<file path="src/include/cpstr_consts.svh">
`ifndef CPSTR_CONSTS_SVH
`define CPSTR_CONSTS_SVH

// escape byte shared by the transmit and receive paths
`define CPSTR_ESC_CHAR 8'h1B

// clock cycles between keepalive requests, held in a 16-bit counter
`define CPSTR_KA_PERIOD 16'd64

// bit index that marks a keepalive code on the line
`define CPSTR_KA_FLAG_BIT 7

`endif
</file>
<file path="src/source/cpstr_pkg.sv">
package cpstr_pkg;

    // ##############################
    // control code layouts
    // ##############################

    // keepalive view, flag set
    typedef struct packed {
        logic       flag;
        logic [6:0] seq;
    } cpstr_ka_view_t;

    // command view, flag clear
    typedef struct packed {
        logic       flag;
        logic [2:0] opcode;
        logic [3:0] arg;
    } cpstr_cmd_view_t;

    typedef union packed {
        cpstr_ka_view_t  ka;
        cpstr_cmd_view_t cmd;
    } cpstr_ctrl_u;

    // ##############################
    // FSM states
    // ##############################

    typedef enum logic [1:0] {
        esc_pass      = 2'd0,
        esc_dup       = 2'd1,
        esc_emit_esc  = 2'd2,
        esc_emit_code = 2'd3
    } cpstr_esc_state_e;

    typedef enum logic {
        unesc_data    = 1'b0,
        unesc_escaped = 1'b1
    } cpstr_unesc_state_e;

endpackage

</file>
<file path="src/source/cpstr_link.sv">
`timescale 1ns/1ps

module cpstr_link (
    input  logic       clk,
    input  logic       rst,
    // transmit data stream
    input  logic [7:0] i_tx_data,
    input  logic       i_tx_valid,
    output logic       o_tx_ready,
    // transmit line stream
    output logic [7:0] o_line_data,
    output logic       o_line_valid,
    input  logic       i_line_ready,
    // host emit requests
    input  logic       i_host_emit_req,
    input  logic [7:0] i_host_emit_code,
    output logic       o_host_emit_ack,
    // receive line stream
    input  logic [7:0] i_rx_data,
    input  logic       i_rx_valid,
    output logic       o_rx_ready,
    // receive data out
    output logic [7:0] o_rx_out_data,
    output logic       o_rx_out_valid,
    input  logic       i_rx_out_ready,
    // control events
    output logic       o_cmd_valid,
    output logic [7:0] o_cmd_code,
    output logic       o_ka_valid,
    output logic [6:0] o_ka_seq
);
    import cpstr_pkg::*;

    logic        emit_valid;
    logic [7:0]  emit_code;
    logic        emit_ack;
    logic        ka_req;
    logic        ka_ack;
    cpstr_ctrl_u ka_code;
    cpstr_ctrl_u cmd_code;

    // ##############################
    // transmit path
    // ##############################

    cpstr_keepalive u_keepalive (
        .clk    (clk),
        .rst    (rst),
        .o_req  (ka_req),
        .o_code (ka_code),
        .i_ack  (ka_ack)
    );

    cpstr_emit_arb u_emit_arb (
        .clk          (clk),
        .rst          (rst),
        .i_host_req   (i_host_emit_req),
        .i_host_code  (i_host_emit_code),
        .o_host_ack   (o_host_emit_ack),
        .i_ka_req     (ka_req),
        .i_ka_code    (ka_code),
        .o_ka_ack     (ka_ack),
        .o_emit_valid (emit_valid),
        .o_emit_code  (emit_code),
        .i_emit_ack   (emit_ack)
    );

    cpstr_esc u_esc (
        .i_clk        (clk),
        .i_rst        (rst),
        .i_data       (i_tx_data),
        .i_valid      (i_tx_valid),
        .o_ready      (o_tx_ready),
        .o_data       (o_line_data),
        .o_valid      (o_line_valid),
        .i_ready      (i_line_ready),
        .i_emit_valid (emit_valid),
        .i_emit_data  (emit_code),
        .o_emit_ready (emit_ack)
    );

    // ##############################
    // receive path
    // ##############################

    cpstr_unesc u_unesc (
        .clk         (clk),
        .rst         (rst),
        .i_rx_data   (i_rx_data),
        .i_rx_valid  (i_rx_valid),
        .o_rx_ready  (o_rx_ready),
        .o_data      (o_rx_out_data),
        .o_valid     (o_rx_out_valid),
        .i_ready     (i_rx_out_ready),
        .o_cmd_valid (o_cmd_valid),
        .o_cmd_code  (cmd_code),
        .o_ka_valid  (o_ka_valid),
        .o_ka_seq    (o_ka_seq)
    );

    assign o_cmd_code = cmd_code;

endmodule

</file>
<file path="src/source/cpstr_unesc.sv">
`timescale 1ns/1ps

`include "cpstr_consts.svh"

module cpstr_unesc (
    input  logic                  clk,
    input  logic                  rst,
    // line stream in
    input  logic [7:0]            i_rx_data,
    input  logic                  i_rx_valid,
    output logic                  o_rx_ready,
    // data stream out
    output logic [7:0]            o_data,
    output logic                  o_valid,
    input  logic                  i_ready,
    // control events
    output logic                  o_cmd_valid,
    output cpstr_pkg::cpstr_ctrl_u o_cmd_code,
    output logic                  o_ka_valid,
    output logic [6:0]            o_ka_seq
);
    import cpstr_pkg::*;

    cpstr_unesc_state_e state_q;
    cpstr_ctrl_u        rx_code;
    logic               rx_is_esc;
    logic               ctrl_take;
    logic               cmd_valid_q;
    logic               ka_valid_q;

    assign rx_code   = i_rx_data;
    assign rx_is_esc = (i_rx_data == `CPSTR_ESC_CHAR);
    assign o_data    = i_rx_data;

    // ##############################
    // escape stripping
    // ##############################

    always_comb begin
        o_valid    = 1'b0;
        o_rx_ready = 1'b1;
        ctrl_take  = 1'b0;
        if (state_q == unesc_data) begin
            if (!rx_is_esc) begin
                o_valid    = i_rx_valid;
                o_rx_ready = i_ready;
            end
        end else if (rx_is_esc) begin
            // doubled escape is one data byte
            o_valid    = i_rx_valid;
            o_rx_ready = i_ready;
        end else begin
            ctrl_take = i_rx_valid;
        end
    end

    always_ff @(posedge clk or posedge rst) begin
        if (rst) begin
            state_q <= unesc_data;
        end else if (state_q == unesc_data) begin
            if (i_rx_valid && rx_is_esc) begin
                state_q <= unesc_escaped;
            end
        end else if (i_rx_valid && o_rx_ready) begin
            state_q <= unesc_data;
        end
    end

    // ##############################
    // control events
    // ##############################

    always_ff @(posedge clk or posedge rst) begin
        if (rst) begin
            cmd_valid_q <= 1'b0;
            ka_valid_q  <= 1'b0;
        end else begin
            cmd_valid_q <= ctrl_take & ~rx_code[`CPSTR_KA_FLAG_BIT];
            ka_valid_q  <= ctrl_take & rx_code[`CPSTR_KA_FLAG_BIT];
        end
    end

    always_ff @(posedge clk) begin
        if (ctrl_take) begin
            o_cmd_code.cmd.flag   <= 1'b0;
            o_cmd_code.cmd.opcode <= rx_code.cmd.opcode;
            o_cmd_code.cmd.arg    <= rx_code.cmd.arg;
            o_ka_seq              <= rx_code.ka.seq;
        end
    end

    assign o_cmd_valid = cmd_valid_q;
    assign o_ka_valid  = ka_valid_q;

    // one line byte yields at most one kind of event
    a_one_event: assert property (
        @(posedge clk) disable iff (rst)
        !(o_cmd_valid && o_ka_valid)
    );

endmodule

</file>
<file path="src/source/cpstr_keepalive.sv">
`timescale 1ns/1ps

`include "cpstr_consts.svh"

module cpstr_keepalive (
    input  logic                  clk,
    input  logic                  rst,
    output logic                  o_req,
    output cpstr_pkg::cpstr_ctrl_u o_code,
    input  logic                  i_ack
);
    import cpstr_pkg::*;

    logic [15:0] cnt_q;
    logic [6:0]  seq_q;
    logic        req_q;

    // ##############################
    // period counter
    // ##############################

    always_ff @(posedge clk or posedge rst) begin
        if (rst) begin
            cnt_q <= '0;
            req_q <= 1'b0;
            seq_q <= '0;
        end else if (req_q) begin
            if (i_ack) begin
                // restart the period, sequence wraps at 128
                req_q <= 1'b0;
                cnt_q <= '0;
                seq_q <= seq_q + 7'd1;
            end
        end else if (cnt_q == `CPSTR_KA_PERIOD - 16'd1) begin
            req_q <= 1'b1;
            cnt_q <= '0;
        end else begin
            cnt_q <= cnt_q + 16'd1;
        end
    end

    assign o_req = req_q;

    // code is built through the keepalive view
    always_comb begin
        o_code.ka.flag = 1'b1;
        o_code.ka.seq  = seq_q;
    end

endmodule

</file>
<file path="src/source/cpstr_emit_arb.sv">
`timescale 1ns/1ps

module cpstr_emit_arb (
    input  logic       clk,
    input  logic       rst,
    // host peer
    input  logic       i_host_req,
    input  logic [7:0] i_host_code,
    output logic       o_host_ack,
    // keepalive peer
    input  logic       i_ka_req,
    input  logic [7:0] i_ka_code,
    output logic       o_ka_ack,
    // escaper emit port
    output logic       o_emit_valid,
    output logic [7:0] o_emit_code,
    input  logic       i_emit_ack
);

    logic grant_valid_q;
    logic grant_host_q;
    logic last_host_q;
    logic pick_host;

    // on a tie the peer not served last wins
    assign pick_host = i_host_req & (~i_ka_req | ~last_host_q);

    always_ff @(posedge clk or posedge rst) begin
        if (rst) begin
            grant_valid_q <= 1'b0;
            grant_host_q  <= 1'b0;
            last_host_q   <= 1'b0;
        end else if (grant_valid_q) begin
            if (i_emit_ack) begin
                grant_valid_q <= 1'b0;
                last_host_q   <= grant_host_q;
            end
        end else if (i_host_req || i_ka_req) begin
            grant_valid_q <= 1'b1;
            grant_host_q  <= pick_host;
        end
    end

    // ##############################
    // emit mux and ack routing
    // ##############################

    assign o_emit_valid = grant_valid_q;
    assign o_emit_code  = grant_host_q ? i_host_code : i_ka_code;

    assign o_host_ack = i_emit_ack & grant_valid_q & grant_host_q;
    assign o_ka_ack   = i_emit_ack & grant_valid_q & ~grant_host_q;

    // owner and its code are fixed from grant until the code has gone out
    a_grant_held: assert property (
        @(posedge clk) disable iff (rst)
        grant_valid_q && !i_emit_ack |=>
            grant_valid_q && $stable(grant_host_q) && $stable(o_emit_code)
    );

endmodule

</file>
<file path="src/source/cpstr_esc.sv">
`timescale 1ns/1ps

`include "cpstr_consts.svh"

module cpstr_esc (
    input  logic       i_clk,
    input  logic       i_rst,
    // data stream in
    input  logic [7:0] i_data,
    input  logic       i_valid,
    output logic       o_ready,
    // line stream out
    output logic [7:0] o_data,
    output logic       o_valid,
    input  logic       i_ready,
    // emit port
    input  logic       i_emit_valid,
    input  logic [7:0] i_emit_data,
    output logic       o_emit_ready
);
    import cpstr_pkg::*;

    cpstr_esc_state_e state_q;
    cpstr_esc_state_e state_d;
    logic             sent;
    logic             in_is_esc;

    // a line byte leaves this cycle
    assign sent = o_valid & i_ready;
    assign in_is_esc = (i_data == `CPSTR_ESC_CHAR);

    always_ff @(posedge i_clk or posedge i_rst) begin
        if (i_rst) begin
            state_q <= esc_pass;
        end else begin
            state_q <= state_d;
        end
    end

    // ##############################
    // next state
    // ##############################

    always_comb begin
        state_d = state_q;
        case (state_q)
            esc_pass: begin
                if (i_valid) begin
                    // state only moves once the presented byte is gone
                    if (sent && in_is_esc) begin
                        state_d = esc_dup;
                    end else if (sent && i_emit_valid) begin
                        state_d = esc_emit_esc;
                    end
                end else if (i_emit_valid) begin
                    state_d = esc_emit_esc;
                end
            end
            esc_dup: begin
                if (sent) begin
                    // pending emit first, so a run of escape bytes cannot starve it
                    if (i_emit_valid) begin
                        state_d = esc_emit_esc;
                    end else begin
                        state_d = esc_pass;
                    end
                end
            end
            esc_emit_esc: begin
                if (sent) begin
                    state_d = esc_emit_code;
                end
            end
            esc_emit_code: begin
                if (sent) begin
                    state_d = esc_pass;
                end
            end
            default: begin
                state_d = esc_pass;
            end
        endcase
    end

    // ##############################
    // line side and handshakes
    // ##############################

    always_comb begin
        o_data  = `CPSTR_ESC_CHAR;
        o_valid = 1'b1;
        o_ready = 1'b0;
        case (state_q)
            esc_pass: begin
                o_data  = i_data;
                o_valid = i_valid;
                // an escape byte is only taken on its second copy
                o_ready = i_ready & ~in_is_esc;
            end
            esc_dup: begin
                o_ready = i_ready;
            end
            esc_emit_code: begin
                o_data = i_emit_data;
            end
            default: begin
                o_ready = 1'b0;
            end
        endcase
    end

    assign o_emit_ready = (state_q == esc_emit_code) & sent;

    // held byte stays put while the line stalls, upstream and arbiter included
    a_line_stable: assert property (
        @(posedge i_clk) disable iff (i_rst)
        o_valid && !i_ready |=> o_valid && $stable(o_data)
    );

endmodule

</file>
<file path="config.mk">
export PLATFORM = sky130hd
export DESIGN_NAME = cpstr_link
export DESIGN_NICKNAME = d
export VERILOG_FILES = /design/src/source/cpstr_pkg.sv /design/src/source/cpstr_link.sv /design/src/source/cpstr_unesc.sv /design/src/source/cpstr_keepalive.sv /design/src/source/cpstr_emit_arb.sv /design/src/source/cpstr_esc.sv
export VERILOG_INCLUDE_DIRS = /design/src /design/src/include
export SDC_FILE = /design/constraint.sdc
export NUM_CORES = 1
export LEC_CHECK = 0
export ABC_AREA = 1
export ABC_CLOCK_PERIOD_IN_PS = 1800
export BUFFER_PORTS_ARGS = -buffer_cell sky130_fd_sc_hd__buf_2
export CAP_MARGIN = 20
export CORE_MARGIN = 2
export CORE_UTILIZATION = 53
export CTS_CLUSTER_DIAMETER = 200
export DETAILED_ROUTE_END_ITERATION = 6
export GPL_TIMING_DRIVEN = 0
export PLACE_DENSITY = 0.81
export SLEW_MARGIN = 40
export SYNTH_ARGS = -nofsm -noshare
export SYNTH_HDL_FRONTEND = slang
export SYNTH_SLANG_ARGS = --single-unit
</file>
<file path="constraint.sdc">
create_clock -name clk -period 1.8 [get_ports clk]
set_clock_uncertainty 0.05 [all_clocks]
set_input_delay 0.18 -clock clk [delete_from_list [all_inputs] [get_ports clk]]
set_output_delay 0.18 -clock clk [all_outputs]
set_load 0.02 [all_outputs]
</file>
# Word level (Yosys, flattened, before mapping)
# Cells that the tools add are included.
# totals
ff_bits	39
elab_cells	83
# op_classes
add_sub_neg	2
eq_ne	12
mux	32
n_bitwise	16
reduce_logical	10
# ops
cell	count
16-bit 2-to-1 mux	3
1-bit 2-to-1 mux	17
16-bit by 1-bit adder with 16-bit output (second input constant)	1
16-bit by 6-bit equality test with 1-bit output (second input constant)	1
8-bit by 5-bit equality test with 1-bit output (second input constant)	2
2-bit 2-to-1 mux	8
8-bit one-hot mux with 2 select lines	1
1-bit AND	9
8-bit 2-to-1 mux	1
2-bit one-hot mux with 4 select lines	1
7-bit by 1-bit adder with 7-bit output (second input constant)	1
2-bit by 1-bit inequality test with 1-bit output (second input constant)	3
1-bit NOT	6
2-bit AND reduction	3
5-bit AND reduction	1
2-bit equality test (second input constant)	2
1-bit logical AND	4
4-bit by 2-bit inequality test with 1-bit output (second input constant)	1
3-bit inequality test (second input constant)	1
2-bit by 1-bit equality test with 1-bit output (second input constant)	1
2-bit logical NOT	1
2-bit inequality test (second input constant)	1
1-bit one-hot mux with 2 select lines	1
1-bit logical OR	1
1-bit OR	1

# Depth between registers and ports, before layout
# logic_depth
word_depth	8
mapped_depth	10
mapped_depth_nobuf	10

# Hierarchy
# From an unflattened synthesis, not the netlist that was laid out.
# unflattened
hier_cells	353
hier_area_um2	2673.8
# by_module_without_submodules
module	n_inst	cells_each	area_per_inst_um2	seq_area_each_um2
cpstr_keepalive	1	185	1401.3	600.6
cpstr_unesc	1	53	544.3	285.3
cpstr_esc	1	72	483.0	50.0
cpstr_emit_arb	1	43	245.2	75.1

# Worst setup path before layout
# Ideal clock, no wire load.
# synth_path
path_kind	reg2out
start	reg u_esc.state_q[0]
end	out o_line_data[2]
arrival_ns	1.340
required_time_ns	1.570
setup_slack_ns	0.230
path_stages_with_launch	6
path_buffers	1
cell_sequence	dfrtp_1 -> inv_1 -> ha_1 -> buf_2 -> nand2_1 -> a21oi_1
# synth_via
elab_chain_len	2
elab_cells_between_ends	3
classes_between	eq/ne: 1; mux: 1; reduce/logical: 1
# synth_lines
item	line_no	source
start, declared	cpstr_esc.sv:23	cpstr_esc_state_e state_q;
start signal, assigned	cpstr_esc.sv:34	state_q <= esc_pass;
start signal, assigned	cpstr_esc.sv:36	state_q <= state_d;
2-bit equality test / 2-bit logical NOT (equally long branches)	cpstr_esc.sv:93	case (state_q)
8-bit one-hot mux with 2 select lines *	cpstr_esc.sv:93	
end, declared	cpstr_link.sv:11	output logic [7:0] o_line_data,
# Every way passes the cells marked *; elsewhere a longest branch is shown, timed or not.

# Worst setup path after layout
# layout_path
start	reg u_esc.state_q[1]
end	out o_line_data[2]
# The elaborated chain is that of the path after synthesis.

==> summary.md <==
| Metric | Value |
|---|---|
| Pre-CTS WS | 125 ps |
| Final Max Tran Viols | 0 |
| Synth area leaders | dfrtp_1, nand2_1, edfxtp_1, buf_4, inv_1 |
| Die W | between 70 and 80 um |
| CP Class | flip-flop to output pin |
| Crit-path max cell delay | roughly 450 ps |
| Core ar. | around 4700 um2 |
| Met3 wire length | 254 um |
| CP bufs+invs | 3 |
| Syn_area_per_cell | 7.40 um2 |
| Die Span Y | around 73 um |
| Via Count | 2411 |
| Seq/Total Area, Yosys | between 30% and 40% |
| HPWL after DPL | around 4300 um |
| Avg WL per Cell | between 10 and 15 um |
| Max Fclk | 575 MHz |
| First-pass GRT wire length | 9630 um |
| Crit-path leading delay family | flip-flops |
| Largest net degree at the start of global routing | 33 |
| Most frequent cells in the layout | nand2_1, buf_2, nor2_1, inv_1, dfrtp_1 |
| Number of DRC markers in iteration 0 | between 100 and 150 |
| Crit-path slowest cell | dfrtp_2 |
| Clk buf depth | 2 |
| Hold WC Path Type | input port to flip-flop |
| Clk slew on worst S/H paths | about 80 ps |
| Post-synth EDFFs | 7 |
| Total CTS buffers | 5 |
| Synthesis Warnings | 0 |
| Vias in the first global route | 2278 |
| RSZ-0062 raised after global routing | yes |
| Vias per inst | just over 5 |
| Worst slew pin tran | 660 ps |
| Worst Path Arrival | 1510 ps |
| Final WL | roughly 5600 um |
| Status | finished clean |
| Pleak | 0.00159 uW |
| Final Cycle Share | between 90% and 100% |
| Top FF cell, synth | dfrtp_1 |
| Cell taking the most area after synthesis | dfrtp_1 |
| Syn nets | 380 |
| Clk sinks | 39 |
| Ys async rst share | between 80% and 90% |
| Final Hold Vio Count | 0 |
| Final min period | approximately 1700 ps |
| Total power | between 4000 and 5000 uW |
| Met1 wire length | approximately 2500 um |
| VDD IR-drop max | 658 uV |
| Area grow syn2layout | 24.7% |
| Cells after synthesis | about 340 |
| Root buffer cell | clkbuf_8 |
| Power Density | 1310 nW/um2 |
| Commonest non-fill, non-tap cell in the layout | nand2_1 |
| PortBufs | 67 |
| Top Metal Used | met4 |
| Worst-Skew Late Latency | ~300 ps |
| Worst-path cell chain | inv_2, ha_4, buf_8, nand2_1, a21oi_1, buf_4 |
| Initial antenna violation count | 0 |
| Flops & latches, synth | 39 |
| CTS tree | yes |
| Max-Cap Viols | 0 |
| Ant diodes | 0 |
| Cell Area, Synth | 2530 um2 |
| Total number of H-tree levels | 2 |
| Initial cell density of the core | 54.3% |
| I/O pin count | about 70 |
| CP Data Required Time | 1570 ps |
| Final Util | around two thirds |
| # rows | 25 |
| Placer Congestion | 0.911 |
| Crit Path Max Fanout | 10 |
| Share of cells above drive strength 1 | a little under a third |
| Nets | about 460 |
| TritonRoute pass-1 iters | 4 |
| Routed Antenna Nets | 0 |
| Synth top area share | a little under a third |
| DR DRC count | 0 |
| Setup slack after layout | ~60 ps |
| Met2 WL | ~2900 um |
| Startpoint type of the worst setup path | flip-flop |
| Number of unique standard cell types used by synthesis | 34 |
| Grt total ovfl | 0 |
| Endpoints failing setup | 0 |
| CP endpoint kind | output pin |
| Slew margin rel. | 55.9% |
| Die ar. | 5340 um2 |
| Total global-route track usage | a little under a quarter |
| Setup TNS | 0 ps |
==> worst register-to-register path: cells and delay by family, from the launching register on <==
family | cells | cell delay [ps]
adders and majority gates | 1 | 190
DFF | 1 | 450
AOI/OAI and AO/OA | 1 | 120
buffers and inverters | 4 | 380
and+or+nand+nor | 5 | 330
==> path summary, 6_finish.rpt <==
path / from / cells after the start / end / slack, ps
setup reg to reg: u_esc.state_q[0]$_DFFE_PP0P_ / 11 / u_esc.state_q[1]$_DFFE_PP0P_ / 170
min in group asynchronous: rst / 3 / u_keepalive.seq_q[1]$_DFFE_PP0P_ / 470
max in group asynchronous: rst / 3 / u_esc.state_q[0]$_DFFE_PP0P_ / 760
hold / removal: i_rx_data[1] / 1 / u_unesc.o_ka_seq[1]$_DFFE_PP_ / 40
setup / recovery: u_esc.state_q[1]$_DFFE_PP0P_ / 6 / o_line_data[2] / 60
hold reg to reg: u_keepalive.cnt_q[15]$_DFFE_PP0P_ / 2 / u_keepalive.cnt_q[15]$_DFFE_PP0P_ / 460
==> metal layers <==
| layer | vias to the layer above | track usage, % |
|---|---|---|
| li1 | 1234 | - |
| met1 | 1112 | 27.3 |
| met2 | 59 | 40.6 |
| met3 | 6 | 4.56 |
| met4 | 0 | 8.64 |
| met5 | - | 0 |
==> cell families after synthesis <==
family,Yosys count,share of synthesized area [%]
buf+inv,64,12.2
flops,39,39.9
xor+xnor,10,3.46
other cells,1,0.148
simple gates,170,30.2
compound gates,51,10.7
fa+ha+maj,7,3.46
==> Yosys cell counts (2+ instances only) <==
| cell type | n |
|---|---|
| a21oi_1 | 13 |
| buf_2 | 3 |
| buf_4 | 17 |
| dfrtp_1 | 32 |
| edfxtp_1 | 7 |
| ha_1 | 7 |
| inv_1 | 34 |
| inv_2 | 9 |
| nand2_1 | 95 |
| nand2_2 | 2 |
| nand3_1 | 22 |
| nand4_1 | 7 |
| nor2_1 | 31 |
| nor2_4 | 2 |
| o21ai_0 | 17 |
| o21ai_1 | 18 |
| xnor2_1 | 2 |
| xor2_1 | 8 |
==> metrics by stage <==
stage	std cells	area, um2	hold slack [ps]
4_1_cts	474	3110	25.2
2_1_floorplan	342	2530	196
5_1_grt	476	3160	32.4
3_3_place_gp	463	2930	319
3_5_place_dp	463	2930	270
6_report	476	3160	37.0
==> layout make-up <==
type	count	area (um2)
Sequential cell	39	1010
Multi-Input combinational cell	239	1250
Timing Repair Buffer	73	395
Clock buffer	5	68.8
Fill cell	394	1510
Inverter	43	164
Tap cell	54	67.6
Buffer	20	153
Clock inverter	3	43.8
==> timing repair <==
item                       4_1_cts  5_1_grt
hold buffers                     2        0
setup endpoints to repair       10       10
pin swaps                        1        0
hold endpoints to repair        33        0
resized for setup                9       12
setup buffers                    2        2
==> flip-flops by register name (all words and copies together), names as in the netlist, 2 cells and up <==
signal / flops
u_keepalive.cnt_q: 16
u_keepalive.seq_q: 7
u_unesc.o_ka_seq: 7
u_esc.state_q: 2
==> where the power goes <==
group / leakage (uW) / switching [uW] / internal [uW] / total, uW
sequential: 0.000473 / 264 / 1120 / 1380
clock: 0.0000581 / 318 / 412 / 731
combinational: 0.00106 / 1230 / 801 / 2030
Power figures use the tool's default switching activity.
